$ cat src/hw/playseq_defs.svh
/*
 * PlaySeq timing and sequence constants
 * all times are short cycle counts
 */
`ifndef PLAYSEQ_DEFS_SVH
`define PLAYSEQ_DEFS_SVH

`define PLAYSEQ_SEQ_LEN       8    // steps in every sequence
`define PLAYSEQ_SHOW_CYCLES   8    // led lit per preview step
`define PLAYSEQ_GAP_CYCLES    4    // dark between preview steps
`define PLAYSEQ_TIMEOUT_BASE  32   // limit at level 3, doubles per level down

`define PLAYSEQ_START_LEN0    2
`define PLAYSEQ_START_LEN1    3
`define PLAYSEQ_START_LEN2    4
`define PLAYSEQ_START_LEN3    6

`endif

$ cat src/hw/playseq_pkg.sv
/*
 * PlaySeq shared types, game states and the fixed sequence table
 */
`default_nettype none
`include "playseq_defs.svh"

package playseq_pkg;

    typedef logic [3:0] step_t;     // button / led code
    typedef logic [2:0] addr_t;     // step index
    typedef logic [3:0] len_t;      // round length 1..8
    typedef logic [1:0] level_t;
    typedef logic [1:0] seq_sel_t;
    typedef logic [3:0] score_t;    // saturates at 15
    typedef logic [8:0] timer_t;

    typedef enum logic [3:0] {
        IDLE, WRITE, LOAD, SHOW, GAP, PLAY, CHECK, GROW, WIN, LOSS
    } game_state_t;

    // three fixed one-hot sequences, the fourth lives in ram
    localparam step_t SEQ_TABLE [3][`PLAYSEQ_SEQ_LEN] = '{
        '{4'h1, 4'h2, 4'h4, 4'h8, 4'h8, 4'h4, 4'h2, 4'h1},
        '{4'h4, 4'h1, 4'h8, 4'h2, 4'h1, 4'h4, 4'h2, 4'h8},
        '{4'h2, 4'h2, 4'h8, 4'h1, 4'h4, 4'h8, 4'h1, 4'h4}
    };

endpackage

`default_nettype wire

$ cat src/hw/playseq_ctrl_if.sv
/*
 * PlaySeq control / datapath link
 * one-cycle command levels one way, status back the other
 */
`timescale 1ns/1ps
`default_nettype none

interface playseq_ctrl_if;
    import playseq_pkg::*;

    // commands from control
    logic  clear_step, next_step;
    logic  load_len, grow_len;
    logic  clear_timer, run_timer;
    logic  clear_led, run_led;
    logic  ram_write;
    logic  show;        // leds display current step

    // status from datapath
    step_t step_data;
    logic  match, step_last, len_full, ram_last;
    logic  timed_out, show_done, gap_done;

    modport control (
        output clear_step, next_step, load_len, grow_len,
               clear_timer, run_timer, clear_led, run_led, ram_write, show,
        input  step_data, match, step_last, len_full, ram_last,
               timed_out, show_done, gap_done
    );

    modport datapath (
        input  clear_step, next_step, load_len, grow_len,
               clear_timer, run_timer, clear_led, run_led, ram_write,
        output step_data, match, step_last, len_full, ram_last,
               timed_out, show_done, gap_done
    );

endinterface

`default_nettype wire

$ cat src/hw/playseq_input.sv
/*
 * PlaySeq input side
 * button synchronizer and single press pulse per press
 */
`timescale 1ns/1ps
`default_nettype none

module playseq_input (
    input  logic               clock,
    input  logic               reset,
    input  playseq_pkg::step_t buttons,
    output logic               press_valid,
    output playseq_pkg::step_t press_code
);
    import playseq_pkg::*;

    step_t sync1, sync2;
    logic  held;        // a press is in progress, wait for release

    always_ff @(posedge clock) begin
        if (reset) begin
            sync1       <= '0;
            sync2       <= '0;
            held        <= 1'b0;
            press_valid <= 1'b0;
            press_code  <= '0;
        end else begin
            sync1       <= buttons;
            sync2       <= sync1;
            press_code  <= sync2;           // equals the code at the pulse, drops on release
            press_valid <= 1'b0;
            if (|sync2 && !held) begin
                press_valid <= 1'b1;
                held        <= 1'b1;
            end else if (!(|sync2)) begin
                held <= 1'b0;               // all released
            end
        end
    end

endmodule

`default_nettype wire

$ cat src/hw/playseq_datapath.sv
/*
 * PlaySeq datapath
 * step/length counters, sequence source, custom ram, compare and timers
 */
`timescale 1ns/1ps
`default_nettype none
`include "playseq_defs.svh"

module playseq_datapath (
    input  logic                  clock,
    input  logic                  reset,
    input  playseq_pkg::level_t   level,
    input  playseq_pkg::seq_sel_t seq_sel,
    input  logic                  press_valid,
    input  playseq_pkg::step_t    press_code,
    playseq_ctrl_if.datapath      ctrl
);
    import playseq_pkg::*;

    addr_t  step_q;
    len_t   len_q;
    timer_t timer_q;            // timeout count
    timer_t led_q;              // show / gap count
    step_t  press_q;            // last press, judged in CHECK
    step_t  ram [`PLAYSEQ_SEQ_LEN];
    timer_t limit;
    len_t   start_len;

    // ------------------------------------------------------------------------
    // level decode
    // ------------------------------------------------------------------------
    assign limit = timer_t'(`PLAYSEQ_TIMEOUT_BASE) << (2'd3 - level);

    always_comb begin
        case (level)
            2'd0:    start_len = len_t'(`PLAYSEQ_START_LEN0);
            2'd1:    start_len = len_t'(`PLAYSEQ_START_LEN1);
            2'd2:    start_len = len_t'(`PLAYSEQ_START_LEN2);
            default: start_len = len_t'(`PLAYSEQ_START_LEN3);
        endcase
    end

    // ------------------------------------------------------------------------
    // counters and timers
    // ------------------------------------------------------------------------
    always_ff @(posedge clock) begin
        if (reset) begin
            step_q  <= '0;
            len_q   <= '0;
            timer_q <= '0;
            led_q   <= '0;
            press_q <= '0;
            for (int i = 0; i < `PLAYSEQ_SEQ_LEN; i++)
                ram[i] <= '0;
        end else begin
            if (ctrl.clear_step)     step_q <= '0;
            else if (ctrl.next_step) step_q <= step_q + addr_t'(1);

            if (ctrl.load_len)      len_q <= start_len;
            else if (ctrl.grow_len) len_q <= len_q + len_t'(1);

            // hold at the limit instead of wrapping
            if (ctrl.clear_timer)                      timer_q <= '0;
            else if (ctrl.run_timer && !ctrl.timed_out) timer_q <= timer_q + timer_t'(1);

            if (ctrl.clear_led)    led_q <= '0;
            else if (ctrl.run_led) led_q <= led_q + timer_t'(1);

            if (press_valid)
                press_q <= press_code;

            if (ctrl.ram_write)
                ram[step_q] <= press_code;  // custom sequence entry
        end
    end

    // ------------------------------------------------------------------------
    // sequence source and status
    // ------------------------------------------------------------------------
    always_comb begin
        case (seq_sel)
            2'd0:    ctrl.step_data = SEQ_TABLE[0][step_q];
            2'd1:    ctrl.step_data = SEQ_TABLE[1][step_q];
            2'd2:    ctrl.step_data = SEQ_TABLE[2][step_q];
            default: ctrl.step_data = ram[step_q];
        endcase
    end

    assign ctrl.match     = (press_q == ctrl.step_data);
    assign ctrl.step_last = ({1'b0, step_q} == len_q - len_t'(1));
    assign ctrl.len_full  = (len_q == len_t'(`PLAYSEQ_SEQ_LEN));
    assign ctrl.ram_last  = (step_q == addr_t'(`PLAYSEQ_SEQ_LEN - 1));
    assign ctrl.timed_out = (timer_q >= limit - timer_t'(1));
    assign ctrl.show_done = (led_q == timer_t'(`PLAYSEQ_SHOW_CYCLES - 1));
    assign ctrl.gap_done  = (led_q == timer_t'(`PLAYSEQ_GAP_CYCLES - 1));

endmodule

`default_nettype wire

$ cat src/hw/playseq_control.sv
/*
 * PlaySeq game FSM
 * setup, preview, play, judgement and custom sequence entry
 */
`timescale 1ns/1ps
`default_nettype none

module playseq_control (
    input  logic                  clock,
    input  logic                  reset,
    input  logic                  start,
    input  logic                  write_mode,
    input  playseq_pkg::seq_sel_t seq_sel,
    input  logic                  press_valid,
    playseq_ctrl_if.control       ctrl,
    output logic                  your_turn,
    output logic                  playing,
    output logic                  won,
    output logic                  lost
);
    import playseq_pkg::*;

    game_state_t state, state_next;

    always_ff @(posedge clock) begin
        if (reset) state <= IDLE;
        else       state <= state_next;
    end

    // ------------------------------------------------------------------------
    // next state and commands
    // ------------------------------------------------------------------------
    always_comb begin
        state_next       = state;
        ctrl.clear_step  = 1'b0;
        ctrl.next_step   = 1'b0;
        ctrl.load_len    = 1'b0;
        ctrl.grow_len    = 1'b0;
        ctrl.clear_timer = 1'b0;
        ctrl.run_timer   = 1'b0;
        ctrl.clear_led   = 1'b0;
        ctrl.run_led     = 1'b0;
        ctrl.ram_write   = 1'b0;
        ctrl.show        = 1'b0;

        case (state)
            IDLE: begin
                ctrl.clear_step = 1'b1;
                if (start) begin
                    // write_mode turns start into sequence entry
                    if (write_mode && seq_sel == 2'd3) state_next = WRITE;
                    else                               state_next = LOAD;
                end
            end
            WRITE: begin
                if (press_valid) begin
                    ctrl.ram_write = 1'b1;
                    ctrl.next_step = 1'b1;
                    if (ctrl.ram_last) state_next = IDLE;
                end
            end
            LOAD: begin
                ctrl.load_len   = 1'b1;
                ctrl.clear_step = 1'b1;
                ctrl.clear_led  = 1'b1;
                state_next      = SHOW;
            end
            SHOW: begin
                ctrl.show    = 1'b1;
                ctrl.run_led = 1'b1;
                if (ctrl.show_done) begin
                    ctrl.clear_led = 1'b1;
                    state_next     = GAP;
                end
            end
            GAP: begin
                ctrl.run_led = 1'b1;
                if (ctrl.gap_done) begin
                    ctrl.clear_led = 1'b1;
                    if (ctrl.step_last) begin
                        ctrl.clear_step  = 1'b1;     // replay from step 0
                        ctrl.clear_timer = 1'b1;
                        state_next       = PLAY;
                    end else begin
                        ctrl.next_step = 1'b1;
                        state_next     = SHOW;
                    end
                end
            end
            PLAY: begin
                ctrl.run_timer = 1'b1;
                if (press_valid) begin
                    ctrl.clear_timer = 1'b1;         // restart per press
                    state_next       = CHECK;
                end else if (ctrl.timed_out) begin
                    state_next = LOSS;
                end
            end
            CHECK: begin
                if (!ctrl.match)         state_next = LOSS;
                else if (!ctrl.step_last) begin
                    ctrl.next_step = 1'b1;
                    state_next     = PLAY;
                end
                else if (ctrl.len_full)  state_next = WIN;
                else                     state_next = GROW;
            end
            GROW: begin
                ctrl.grow_len   = 1'b1;
                ctrl.clear_step = 1'b1;
                ctrl.clear_led  = 1'b1;
                state_next      = SHOW;
            end
            WIN:     state_next = IDLE;
            LOSS:    state_next = IDLE;
            default: state_next = IDLE;
        endcase
    end

    assign your_turn = (state == PLAY);
    assign playing   = (state != IDLE) && (state != WRITE);
    assign won       = (state == WIN);     // one cycle per game
    assign lost      = (state == LOSS);

endmodule

`default_nettype wire

$ cat src/hw/playseq_output.sv
/*
 * PlaySeq output side
 * led drive from preview or press echo, win and loss counters
 */
`timescale 1ns/1ps
`default_nettype none

module playseq_output (
    input  logic                clock,
    input  logic                reset,
    input  logic                show,
    input  playseq_pkg::step_t  step_data,
    input  playseq_pkg::step_t  press_code,
    input  logic                press_valid,
    input  logic                won,
    input  logic                lost,
    output playseq_pkg::step_t  leds,
    output playseq_pkg::score_t wins,
    output playseq_pkg::score_t losses
);
    import playseq_pkg::*;

    step_t echo_q;
    logic  echo_on;     // press held, echo it

    always_ff @(posedge clock) begin
        if (reset) begin
            echo_on <= 1'b0;
            wins    <= '0;
            losses  <= '0;
        end else begin
            if (press_valid)            echo_on <= 1'b1;
            else if (press_code == '0)  echo_on <= 1'b0;

            if (won && wins != '1)     wins   <= wins + score_t'(1);
            if (lost && losses != '1)  losses <= losses + score_t'(1);
        end
    end

    always_ff @(posedge clock) begin
        if (press_valid) echo_q <= press_code;
    end

    assign leds = show ? step_data : (echo_on ? echo_q : '0);

endmodule

`default_nettype wire

$ cat src/hw/playseq_top.sv
/*
 * PlaySeq top level
 * input side, FSM with datapath, output side
 */
`timescale 1ns/1ps
`default_nettype none

module playseq_top (
    input  logic                  clock,
    input  logic                  reset,
    input  logic                  start,
    input  playseq_pkg::level_t   level,
    input  playseq_pkg::seq_sel_t seq_sel,
    input  logic                  write_mode,
    input  playseq_pkg::step_t    buttons,
    output playseq_pkg::step_t    leds,
    output logic                  your_turn,
    output logic                  playing,
    output playseq_pkg::score_t   wins,
    output playseq_pkg::score_t   losses
);
    import playseq_pkg::*;

    logic  press_valid;
    step_t press_code;
    logic  won, lost;

    playseq_ctrl_if ctrl ();

    playseq_input u_input (
        .clock       (clock),
        .reset       (reset),
        .buttons     (buttons),
        .press_valid (press_valid),
        .press_code  (press_code)
    );

    playseq_control u_control (
        .clock       (clock),
        .reset       (reset),
        .start       (start),
        .write_mode  (write_mode),
        .seq_sel     (seq_sel),
        .press_valid (press_valid),
        .ctrl        (ctrl.control),
        .your_turn   (your_turn),
        .playing     (playing),
        .won         (won),
        .lost        (lost)
    );

    playseq_datapath u_datapath (
        .clock       (clock),
        .reset       (reset),
        .level       (level),
        .seq_sel     (seq_sel),
        .press_valid (press_valid),
        .press_code  (press_code),
        .ctrl        (ctrl.datapath)
    );

    playseq_output u_output (
        .clock       (clock),
        .reset       (reset),
        .show        (ctrl.show),
        .step_data   (ctrl.step_data),
        .press_code  (press_code),
        .press_valid (press_valid),
        .won         (won),
        .lost        (lost),
        .leds        (leds),
        .wins        (wins),
        .losses      (losses)
    );

endmodule

`default_nettype wire

$ cat config.mk
export PLATFORM = sky130hd
export DESIGN_NAME = playseq_top
export DESIGN_NICKNAME = d
export VERILOG_FILES = /design/src/hw/playseq_pkg.sv /design/src/hw/playseq_ctrl_if.sv /design/src/hw/playseq_input.sv /design/src/hw/playseq_datapath.sv /design/src/hw/playseq_control.sv /design/src/hw/playseq_output.sv /design/src/hw/playseq_top.sv
export VERILOG_INCLUDE_DIRS = /design/src /design/src/hw
export SDC_FILE = /design/constraint.sdc
export NUM_CORES = 1
export LEC_CHECK = 0
export BUFFER_PORTS_ARGS = -buffer_cell sky130_fd_sc_hd__buf_4
export CORE_MARGIN = 10
export CORE_UTILIZATION = 55
export DETAILED_ROUTE_END_ITERATION = 8
export PLACE_DENSITY = 0.77
export SYNTH_ARGS = -nofsm -noshare
export SYNTH_HDL_FRONTEND = slang
export SYNTH_HIERARCHICAL = 1
export SYNTH_SLANG_ARGS = --single-unit
$ cat constraint.sdc
create_clock -name clock -period 2.7 [get_ports clock]
set_input_delay 0 -clock clock [delete_from_list [all_inputs] [get_ports clock]]
set_output_delay 0 -clock clock [all_outputs]
set_load 0.02 [all_outputs]
== Yosys cells after proc, flatten, opt, wreduce, memory -nomap -nowiden ==
Memories as Yosys holds them, arrays and structs flattened. A register that Yosys moved wholly into a read port is not among the register bits.
Index checks and enable logic that the tools add are counted.
Storage, ports and cells
  register bits after elaboration: 60
  bits in writable memories: 32
  ROM bits: 96
  input bits: 12
  output and inout port bits: 14
  logic and storage cells: 144
  memories kept: 4
Cells by class
  $add $sub $neg: 9
  order comparisons: 2
  equal/unequal tests: 30
  shift-type cells: 1
  muxes and demuxes: 58
  bitwise operators: 1
  reduce and logical (&&, ||, !) cells: 24
Memories
  (name not given): depth 8, width 4, read ports 1, clocked after memory_dff 0, wr ports 0, RTL line playseq_datapath.sv:83  | 2'd1: ctrl.step_data = SEQ_TABLE[1][step_q];
  (name not given): depth 8, width 4, read ports 1, clocked after memory_dff 0, wr ports 0, RTL line playseq_datapath.sv:84  | 2'd2: ctrl.step_data = SEQ_TABLE[2][step_q];
  (name not given): depth 8, width 4, read ports 1, clocked after memory_dff 0, wr ports 0, RTL line playseq_datapath.sv:82  | 2'd0: ctrl.step_data = SEQ_TABLE[0][step_q];
  u_datapath.ram: depth 8, width 4, read ports 1, clocked after memory_dff 1, wr ports 8, RTL line playseq_datapath.sv:25  | step_t ram [`PLAYSEQ_SEQ_LEN];
Operators with widths (count)
  2-to-1 mux 4 bit: 21
  case mux 4 bit (7 select lines): 1
  2-to-1 mux 1 bit: 25
  adder 9 x 1 -> 9 bit, second input constant: 2
  == test 4 x 3 -> 1 bit, second input constant: 4
  adder 4 x 1 -> 4 bit, second input constant: 3
  == test 4 bit, second input constant: 3
  2-to-1 mux 3 bit: 4
  inequality test 2 bit, second input constant: 6
  case mux 4 bit (3 select lines): 1
  OR reduction 2 bit: 5
  == test 9 x 2 -> 1 bit, second input constant: 1
  == test 9 x 3 -> 1 bit, second input constant: 1
  greater-or-equal comparator 9 bit: 1
  case mux 3 bit (3 select lines): 1
  << shifter 6 x 2 -> 9 bit, first input constant: 1
  subtractor 9 x 1 -> 9 bit, second input constant: 1
  == test 4 x 2 -> 1 bit, second input constant: 2
  zero test 4 bit: 2
  inequality test 4 bit, second input constant: 2
  OR reduction 4 bit: 2
  == test 2 bit, second input constant: 3
  logical AND 1 bit: 6
  case mux 1 bit (3 select lines): 2
  other kinds (20): 25

== Depth between registers and ports, before layout ==
Gate-level depths: netlist (run 1).
  depth in word-level cells: 10
  depth in mapped cells: 14
  mapped depth without buffers: 13

== By module ==
Netlist (run 1), hierarchy kept.
By module, submodules not included
  playseq_datapath: times used 1, cells an instance 329, area an instance 3448.3 um2, seq. area each 1601.5 um2
  playseq_control: times used 1, cells an instance 86, area an instance 611.8 um2, seq. area each 80.1 um2
  playseq_output: times used 1, cells an instance 56, area an instance 589.3 um2, seq. area each 300.3 um2
  playseq_input: times used 1, cells an instance 30, area an instance 389.1 um2, seq. area each 280.3 um2

== Worst setup path before layout (run 1) ==
No wires, ideal clock.
  kind: reg2reg
  start: reg u_datapath.step_q[0]
  end: reg (tool-made name)
  library setup time: 0.136 ns
  arrival time: 2.532 ns
  required time: 2.564 ns
  slack: 0.032 ns
  cell stages (with the launch flop): 14
  path buffers: 1
  period minus slack after synthesis: 2.668 ns
  cells stage by stage: dfxtp_1 -> clkbuf_1 -> inv_1 -> ha_1 -> a221oi_1 -> a21oi_1 -> o22a_4 -> xor2_1 -> nor4_2 -> nand2_1 -> o21ai_0 -> a21o_1 -> mux2i_1 -> nor3_1
RTL lines
  from (decl): RTL line playseq_datapath.sv:20  | addr_t step_q;
  from (signal assigned): RTL line playseq_datapath.sv:57  | else if (ctrl.next_step) step_q <= step_q + addr_t'(1);

==> results of run 1 <==
-- synth_stat cells, drive strengths merged (16+ instances only) --
master | instances | area share [%]
a21oi | 16 | 1.6
dfxtp | 59 | 23
nand2 | 27 | 2.0
nor2b | 22 | 2.9
inv | 18 | 1.3
nor2 | 49 | 3.7
ha | 17 | 4.2
mux2i | 19 | 3.8
nor3 | 20 | 2.0
edfxtp | 36 | 21
and2 | 34 | 4.2
-- layer usage --
layer	vias up	wire, um	track usage, %
met3	13	487	3.721
met5	-	0	0
met1	1855	5040	21.35
li1	1871	-	-
met4	0	144	5.338
met2	94	5149	25.59
-- critical path, stage by stage, from the launching register on --
cell and delay, ns:
dfxtp_4 0.37, buf_4 0.14, ha_2 0.20, a221oi_2 0.31, a21oi_2 0.09, o22a_4 0.27
xor2_1 0.15, nor4_2 0.25, nand2_1 0.11, o21ai_1 0.09, a21o_1 0.21, mux2i_1 0.25
nor3_2 0.08
-- state kept, by name (all words and copies together), names as in the netlist, named ones only --
register	flops
u_datapath/len_q	4
u_input/sync1	4
u_datapath/timer_q	9
u_datapath/led_q	9
u_datapath/step_q	3
u_datapath/press_q	4
u_output/losses	4
u_datapath/ram	32
u_input/press_code	4
u_output/wins	4
u_output/echo_q	4
u_control/state	4
u_input/sync2	4
u_output/echo_on	1
u_input/press_valid	1
u_input/held	1
-- cell families after synthesis --
logic type / synth area share (%)
AOI/OAI and AO/OA: 10.38
xor gates and xnor gates: 4.520
adders and majority gates: 4.221
buffers and inverters: 4.271
DFF: 44.90
muxes: 7.276
other: 0.07443
and+or+nand+nor: 24.36
-- final cells by class --
class	instances	area, um2	area share [%]
clock buffers	10	137.6	2.400
clock inverters	6	62.56	1.091
inverters	18	67.56	1.178
multi-input cells	366	2651	46.23
flip-flops and latches	95	2276	39.68
well taps	108	135.1	2.356
repair buffers	52	405.4	7.068
-- worst max-delay path by stage --
stage | start | end | slack [ns]
final | u_datapath/step_q[0] | flop | 0.03
after global routing | u_datapath/step_q[0] | flop | -0.15
after CTS | u_datapath/step_q[0] | flop | 0.006
after detailed placement | flop | flop | 0.001
after global placement | flop | flop | 0.06
after floorplan | u_datapath/step_q[0] | flop | 0.03
-- power groups by stage --
stage               combinational [mW]  clock (mW)  sequential, mW
global route                     0.845        1.02            1.62
finish                           0.771       0.935            1.61
CTS                              0.744       0.956            1.61
global placement                 0.708           0            1.64
floorplan                        0.583           0            1.64
detailed placement               0.727           0            1.64
-- repair_timing --
action | CTS | global route
pin swaps | 0 | 5
setup endpoints to repair | 7 | 9
setup buffers | 0 | 1
gates resized for setup | 3 | 26
endpoints found under the hold margin | 6 | 0
hold buffers | 6 | 0
-- cell usage in the layout (no fill, tap or decap), types with 11 or more instances in the layout --
master    synthesis  routed
dfxtp_1          59      54
nor3_1           20      19
nor2b_1          20      20
inv_1            16      16
xor2_1           15      15
nor2_1           49      49
edfxtp_1         36      36
a21oi_1          16      15
mux2i_1          19      18
ha_1             17      14
nand2_1          27      27
xnor2_1          11      11
nand4_1          12      12
buf_4             4      46
and2_1           34      34
-- per-stage QoR --
step                      instance area [um2]  hold WS (ns)  utilization, %  total power, mW  setup WS (ns)
after floorplan                          5039       0.07161               -            2.221        0.03227
after global placement                   5364        0.2198           60.91            2.349        0.05608
after detailed placement                 5364        0.2189           60.91            2.368       0.001458
after CTS                                5633       0.05128           63.97            3.310       0.006335
after global routing                     5736       0.08135           65.13            3.488        -0.1528
final                                    5736       0.07650           65.13            3.314        0.03301
==> impl_metrics.env, run 1 <==
export IMPL_powerDensity_nw_per_um2=577.8
export IMPL_row_count=34
export IMPL_nets=571
export IMPL_synth_cell_types=73
export IMPL_start_util_pct=57.22
export IMPL_dp_hpwl_um=7675
export IMPL_syn_area_um2=5039
export IMPL_arrival_ns=2.88
export IMPL_numCtsBuffers=9
export IMPL_crit_type="reg -> reg"
export IMPL_ys_seq_elements=95
export IMPL_seq_power_share_pct=48.5
export IMPL_yosysWarnings=6
export IMPL_status="finished, final reports clean"
export IMPL_cts_root_buffer="clkbuf_8"
export IMPL_dp_cells=632
export IMPL_synth_edff_count=36
export IMPL_syn_nets=530
export IMPL_clkPwrFrac_pct=28.2
export IMPL_holdCritStartpoint="level[0]"
export IMPL_path_max_fanout=5
export IMPL_worstSetupEndpointType="flop"
export IMPL_drv_cap=0
export IMPL_max_slew_margin_pct=50.83
export IMPL_finClkSkew_ns=0.01832
export IMPL_antennaDiodeCount=0
export IMPL_slew_violations=0
export IMPL_clkTransAtPathRegs_ns=0.10
export IMPL_clk_latency_ns=0.37
export IMPL_grtUsageTotal_pct=16.14
export IMPL_peakVddDrop_v=0.0003282
export IMPL_core_um2=8806
export IMPL_wirelength_um=10820
export IMPL_async_flop_share_pct=0
export IMPL_via_per_inst=5.852
export IMPL_synthCells=501
export IMPL_gp_congestion=0.9059
export IMPL_die_w_um=115.7
export IMPL_io_buffers=25
export IMPL_finalSetupViolCount=0
export IMPL_p_int_mw=2.255
export IMPL_drc=0
export IMPL_worst_endpoint_required_ns=2.92
export IMPL_fp_dieArea_um2=13390
export IMPL_syn_avg_cell_area_um2=10.06
export IMPL_timing_rr_start="u_datapath/step_q[0]"
export IMPL_cts_tree="built"
export IMPL_num_vias=3833
export IMPL_ioPinCount=26
export IMPL_wire_per_inst_um=16.52
export IMPL_p_leak_nw=2.241
export IMPL_grt_pass1_wl_um=17480
export IMPL_fin_setup_tns_ns=0
export IMPL_swShare_pct=31.94
export IMPL_holdPathEnd="u_datapath/len_q[0]"
export IMPL_grt_setup_unrepaired="true"
export IMPL_cts_num_sinks=95
export IMPL_worst_slew_pin_transition_ns=0.7319
export IMPL_period_share_pct=98.78
export IMPL_period_needed_ns=2.667
export IMPL_drt_iter0_drc=281
export IMPL_rrSetupSlack_ns=0.03
export IMPL_max_freq_mhz=375.0
export IMPL_drive_gt1_share_pct=20.84
export IMPL_combinationalPowerShare_pct=23.3
export IMPL_cts_htree_levels=3
export IMPL_hold_class="in -> reg"
export IMPL_grt_pass1_vias=3510
export IMPL_clock_path_buffers=2
export IMPL_final_antenna_net_count=0
export IMPL_rr_worst_depth=12
export IMPL_startpoint_type="flop"
export IMPL_die_height_um=115.7
export IMPL_ys_flop_type="dfxtp_1"
export IMPL_grt_remaining_overflow=0
export IMPL_fillers=689
export IMPL_grt_max_degree=55
export IMPL_min_path_cells=5
export IMPL_switchingPower_mw=1.059
export IMPL_antenna_found_initial=0
export IMPL_final_cells=655
export IMPL_ys_seq_area_share_pct=44.90
export IMPL_syn_to_final_growth_pct=13.83
export IMPL_hold_violations=0
export IMPL_firstDrtPassIters=5
Power figures use the tool's default switching activity.
==> run 2: changes to the inputs <==
--- a/config.mk
+++ b/config.mk
@@ -11,6 +11,7 @@
 export CORE_UTILIZATION = 55
 export DETAILED_ROUTE_END_ITERATION = 8
 export PLACE_DENSITY = 0.77
+export SETUP_SLACK_MARGIN = 0.4
 export SYNTH_ARGS = -nofsm -noshare
 export SYNTH_HDL_FRONTEND = slang
 export SYNTH_HIERARCHICAL = 1
==> impl_metrics.env, run 2 (synthesis results as in run 1) <==
export IMPL_fillers=671
export IMPL_grtUsageTotal_pct=16.99
export IMPL_worstSetupEndpointType="flop"
export IMPL_path_max_fanout=5
export IMPL_antennaDiodeCount=0
export IMPL_wl_met2_um=5413
export IMPL_hold_violations=0
export IMPL_drc=0
export IMPL_period_share_pct=100.1
export IMPL_slew_violations=0
export IMPL_largest_register_ffs=32
export IMPL_fin_ws_ns=-0.003791
export IMPL_cts_num_sinks=95
export IMPL_p_int_mw=2.326
export IMPL_highest_layer="met4"
export IMPL_placed_cell_area_um2=5358
export IMPL_fin_util_pct=66.00
export IMPL_swShare_pct=30.37
export IMPL_core_um2=8806
export IMPL_wirelength_um=11070
export IMPL_worst_endpoint_required_ns=2.92
export IMPL_peakVddDrop_v=0.0003630
export IMPL_final_cell_mix="52 x dfxtp_1, 46 x buf_4, 46 x nor2_1"
export IMPL_grt_max_degree=55
export IMPL_wire_per_inst_um=16.79
export IMPL_grt_setup_unrepaired="true"
export IMPL_layout_cells_most_common="dfxtp_1"
export IMPL_grt_pass1_wl_um=18420
export IMPL_clock_path_buffers=2
export IMPL_finClkSkew_ns=0.01762
export IMPL_ioPinCount=26
export IMPL_violations="setup timing"
export IMPL_postLayoutCellArea_um2=5812
export IMPL_clk_latency_ns=0.36
export IMPL_seq_area_um2=2281
export IMPL_cts_tree="built"
export IMPL_status="complete, but fails checks"
export IMPL_row_count=34
export IMPL_start_util_pct=57.22
export IMPL_reg_largest_list="u_datapath/ram x32, u_datapath/led_q x9, u_datapath/timer_q x9"
export IMPL_cts_htree_levels=3
export IMPL_multi_input_area_um2=2690
export IMPL_fin_total_pwr_mw=3.341
export IMPL_cts_root_buffer="clkbuf_8"
export IMPL_min_path_cells=5
export IMPL_combinationalPowerShare_pct=23.4
export IMPL_final_cells=659
export IMPL_drive_gt1_share_pct=22.87
export IMPL_period_needed_ns=2.704
export IMPL_dp_hpwl_um=7651
export IMPL_gp_congestion=0.8830
export IMPL_grt_remaining_overflow=0
export IMPL_clkPwrFrac_pct=27.3
export IMPL_drt_iter0_drc=406
export IMPL_rr_worst_depth=10
export IMPL_wl_met1_um=4875
export IMPL_via_per_inst=5.926
export IMPL_p_leak_nw=2.257
export IMPL_switchingPower_mw=1.015
export IMPL_drv_cap=0
export IMPL_fp_dieArea_um2=13390
export IMPL_num_vias=3905
export IMPL_max_slew_margin_pct=64.14
export IMPL_syn_to_final_growth_pct=15.35
export IMPL_arrival_ns=2.92
export IMPL_powerDensity_nw_per_um2=574.9
export IMPL_io_buffers=25
export IMPL_worst_slew_pin_transition_ns=0.5379
export IMPL_numCtsBuffers=9
export IMPL_final_antenna_net_count=0
export IMPL_crit_type="reg -> reg"
export IMPL_place_worst_setup_slack_ns=-0.1102
export IMPL_die_height_um=115.7
export IMPL_top_register="u_datapath/ram"
export IMPL_seq_power_share_pct=49.3
export IMPL_fin_setup_tns_ns=-0.006885
export IMPL_wl_met3_um=575
export IMPL_clkTransAtPathRegs_ns=0.09
export IMPL_startpoint_type="flop"
export IMPL_max_freq_mhz=369.9
export IMPL_nets=575
export IMPL_grt_pass1_vias=3814
export IMPL_firstDrtPassIters=5
export IMPL_hold_class="in -> reg"
export IMPL_dp_cells=630
export IMPL_hold_ws_ns=0.05811
export IMPL_antenna_found_initial=0
export IMPL_finalSetupViolCount=2
export IMPL_die_w_um=115.7
==> run 2: area by class of cell <==
class                   instances  share of cell area (%)
clock buffers                  11                   2.260
clock inverters                 5                  0.9688
inverters                      18                   1.163
multi-input cells             366                   46.29
flip-flops and latches         95                   39.25
well taps                     108                   2.325
repair buffers                 56                   7.750
==> run 2: worst paths after layout <==
| path | start | end | slack (ns) |
|---|---|---|---|
| hold reg to reg | u_input/held | u_input/press_valid | 0.42 |
| setup reg to reg | flop | u_datapath/step_q[1] | -0.004 |
| hold / removal | level[0] | u_datapath/len_q[0] | 0.06 |
| setup / recovery | flop | u_datapath/step_q[1] | -0.004 |
==> run 2: power by group through the flow <==
stage                     registers [mW]  logic [mW]  clock network (mW)
after floorplan                     1.64       0.590                   0
after detailed placement            1.68       0.712                   0
after CTS                           1.64       0.744               0.936
after global routing                1.66       0.857                1.01
final                               1.65       0.781               0.912
after global placement              1.67       0.694                   0
==> run 2: layer usage <==
metal	up-vias	global-route usage (%)
met5	-	0
met3	20	4.548
met1	1891	21.24
met2	107	27.65
met4	0	6.339
li1	1887	-
==> run 2: repair_timing <==
item / in CTS / in global routing
pin swaps: 10 / 8
hold buffers: 6 / 0
buffers inserted: 2 / 5
resized for setup: 20 / 23
hold endpoints to repair: 6 / 0
setup endpoints to repair: 19 / 48
==> run 2: worst max-delay path: stages (launching register included) <==
cell and delay, ns:
dfxtp_4 0.40, mux4_2 0.51, mux2_4 0.29, o22a_4 0.19
xor2_1 0.15, nor4_2 0.26, nand2_1 0.12, o21ai_1 0.11
a21o_1 0.22, mux2i_1 0.24, nor3_2 0.07
==> run 3: changes to the inputs <==
--- a/config.mk
+++ b/config.mk
@@ -6,11 +6,11 @@
 export SDC_FILE = /design/constraint.sdc
 export NUM_CORES = 1
 export LEC_CHECK = 0
-export BUFFER_PORTS_ARGS = -buffer_cell sky130_fd_sc_hd__buf_4
 export CORE_MARGIN = 10
 export CORE_UTILIZATION = 55
 export DETAILED_ROUTE_END_ITERATION = 8
-export PLACE_DENSITY = 0.77
+export DONT_BUFFER_PORTS = 1
+export PLACE_DENSITY = 0.74
 export SETUP_SLACK_MARGIN = 0.4
 export SYNTH_ARGS = -nofsm -noshare
 export SYNTH_HDL_FRONTEND = slang
==> constraint.sdc (replaced) <==
create_clock -name clock -period 2.7 [get_ports clock]
set_input_delay 0.405 -clock clock [delete_from_list [all_inputs] [get_ports clock]]
set_output_delay 0.405 -clock clock [all_outputs]
set_load 0.02 [all_outputs]
==> impl_metrics.env, run 3 (synthesis results as in run 1) <==
export IMPL_layout_cells_most_common="dfxtp_1"
export IMPL_path_delay_family="multiplexers"
export IMPL_num_vias=3708
export IMPL_postLayoutCellArea_um2=5714
export IMPL_finClkSkew_ns=0.01280
export IMPL_clkTransAtPathRegs_ns=0.09
export IMPL_start_util_pct=57.22
export IMPL_io_buffers=0
export IMPL_dp_hpwl_um=7528
export IMPL_combinationalPowerShare_pct=22.7
export IMPL_wire_per_inst_um=17.71
export IMPL_startpoint_type="flop"
export IMPL_slowest_delay_ns=0.57
export IMPL_numCtsBuffers=9
export IMPL_antenna_found_initial=0
export IMPL_powerDensity_nw_per_um2=576.9
export IMPL_gp_congestion=0.8709
export IMPL_clkPwrFrac_pct=27.4
export IMPL_dp_cells=604
export IMPL_firstDrtPassIters=5
export IMPL_core_um2=8806
export IMPL_nets=547
export IMPL_drv_cap=0
export IMPL_final_cells=631
export IMPL_cp_num_buf_inv=0
export IMPL_place_worst_setup_slack_ns=-0.1073
export IMPL_grt_pass1_vias=3386
export IMPL_worst_slew_pin_transition_ns=0.7226
export IMPL_hold_violations=0
export IMPL_syn_to_final_growth_pct=13.41
export IMPL_worstSetupEndpointType="flop"
export IMPL_drive_gt1_share_pct=22.37
export IMPL_hold_buffers=0
export IMPL_cts_htree_levels=3
export IMPL_largest_register_ffs=32
export IMPL_path_cells="mux4_2 > o21ai_4 > o311ai_4 > xor2_2 > nor4_2 > nand2_1 > o21ai_2 > a21o_1 > mux2i_1 > nor3_2"
export IMPL_slew_violations=0
export IMPL_swShare_pct=30.60
export IMPL_period_share_pct=100.5
export IMPL_fin_setup_tns_ns=-0.02901
export IMPL_fin_ws_ns=-0.01393
export IMPL_die_w_um=115.7
export IMPL_antennaDiodeCount=0
export IMPL_grt_pass1_wl_um=17470
export IMPL_worst_endpoint_required_ns=2.93
export IMPL_cts_root_buffer="clkbuf_8"
export IMPL_cts_tree="built"
export IMPL_top_register="u_datapath/ram"
export IMPL_finalSetupViolCount=3
export IMPL_final_cell_mix="51 x dfxtp_1, 48 x nor2_1, 36 x edfxtp_1"
export IMPL_row_count=34
export IMPL_drt_iter0_drc=281
export IMPL_period_needed_ns=2.714
export IMPL_p_leak_nw=2.178
export IMPL_max_freq_mhz=368.5
export IMPL_crit_type="reg -> reg"
export IMPL_fin_util_pct=64.89
export IMPL_fp_dieArea_um2=13390
export IMPL_seq_power_share_pct=49.9
export IMPL_final_antenna_net_count=0
export IMPL_hold_class="in -> reg"
export IMPL_reg_largest_list="u_datapath/ram x32, u_datapath/led_q x9, u_datapath/timer_q x9"
export IMPL_grt_max_degree=55
export IMPL_peakVddDrop_v=0.0003455
export IMPL_ioPinCount=26
export IMPL_wirelength_um=11180
export IMPL_clock_path_buffers=2
export IMPL_max_slew_margin_pct=51.46
export IMPL_status="complete, but fails checks"
export IMPL_cts_num_sinks=95
export IMPL_switchingPower_mw=1.009
export IMPL_worst_path_max_delay_cell="mux4_2"
export IMPL_path_max_fanout=5
export IMPL_drc=0
export IMPL_placed_cell_area_um2=5162
export IMPL_grtUsageTotal_pct=16.32
export IMPL_violations="setup timing"
export IMPL_arrival_ns=2.94
export IMPL_die_height_um=115.7
export IMPL_p_int_mw=2.288
export IMPL_clk_latency_ns=0.36
export IMPL_grt_remaining_overflow=0
export IMPL_grt_setup_unrepaired="true"
export IMPL_via_per_inst=5.876
==> run 3: metrics by stage <==
| stage | hold slack [ns] | power [mW] |
|---|---|---|
| floorplan | 0.3760 | 2.227 |
| global placement | 0.3923 | 2.311 |
| detailed placement | 0.4013 | 2.329 |
| CTS | 0.09553 | 3.262 |
| global route | 0.08478 | 3.464 |
| finish | 0.1065 | 3.296 |
==> run 3: layer usage <==
metal  wire [um]  vias up  share of wire [%]  track usage (%)
li1            -     1814                  -                -
met1        5048     1779                 45            21.85
met2        5243       96                 47            25.59
met3         742       19                6.6            4.393
met4         142        0                1.3            4.420
met5           0        -                  0                0
==> run 3: timing repair <==
item,CTS,global route
gates resized for setup,34,34
setup buffers,4,7
setup endpoints to repair,26,49
pin swaps,9,10
==> run 3: final timing paths <==
kind	from	to	slack (ns)	cells past startpoint
worst min-delay path	reset	u_input/sync1[2]	0.11	1
worst max register to register	flop	u_datapath/step_q[1]	-0.01	10
worst max-delay path	flop	u_datapath/step_q[1]	-0.01	10
worst min register to register	u_input/held	u_input/press_valid	0.41	1
==> run 3: power by group through the flow <==
stage | sequential (mW) | combinational (mW) | clock, mW
6_report | 1.65 | 0.747 | 0.903
5_1_grt | 1.65 | 0.826 | 0.983
4_1_cts | 1.64 | 0.697 | 0.923
3_5_place_dp | 1.67 | 0.657 | 0
3_3_place_gp | 1.67 | 0.642 | 0
2_1_floorplan | 1.64 | 0.590 | 0
==> run 3: layout make-up <==
cell class / count / area [um2]
Fill cell: 654 / 3092
Multi-Input combinational cell: 366 / 2809
Inverter: 18 / 67.56
Clock inverter: 6 / 60.06
Sequential cell: 95 / 2282
Clock buffer: 10 / 127.6
Timing Repair Buffer: 28 / 232.7
Tap cell: 108 / 135.1
==> run 3: worst register-to-register path, delay by kind of cell, from the launching register on <==
| kind | cells | cell delay [ns] |
|---|---|---|
| DFF | 1 | 0.40 |
| and+or+nand+nor | 3 | 0.52 |
| xor gates and xnor gates | 1 | 0.22 |
| muxes | 2 | 0.84 |
| AOI/OAI and AO/OA | 4 | 0.61 |
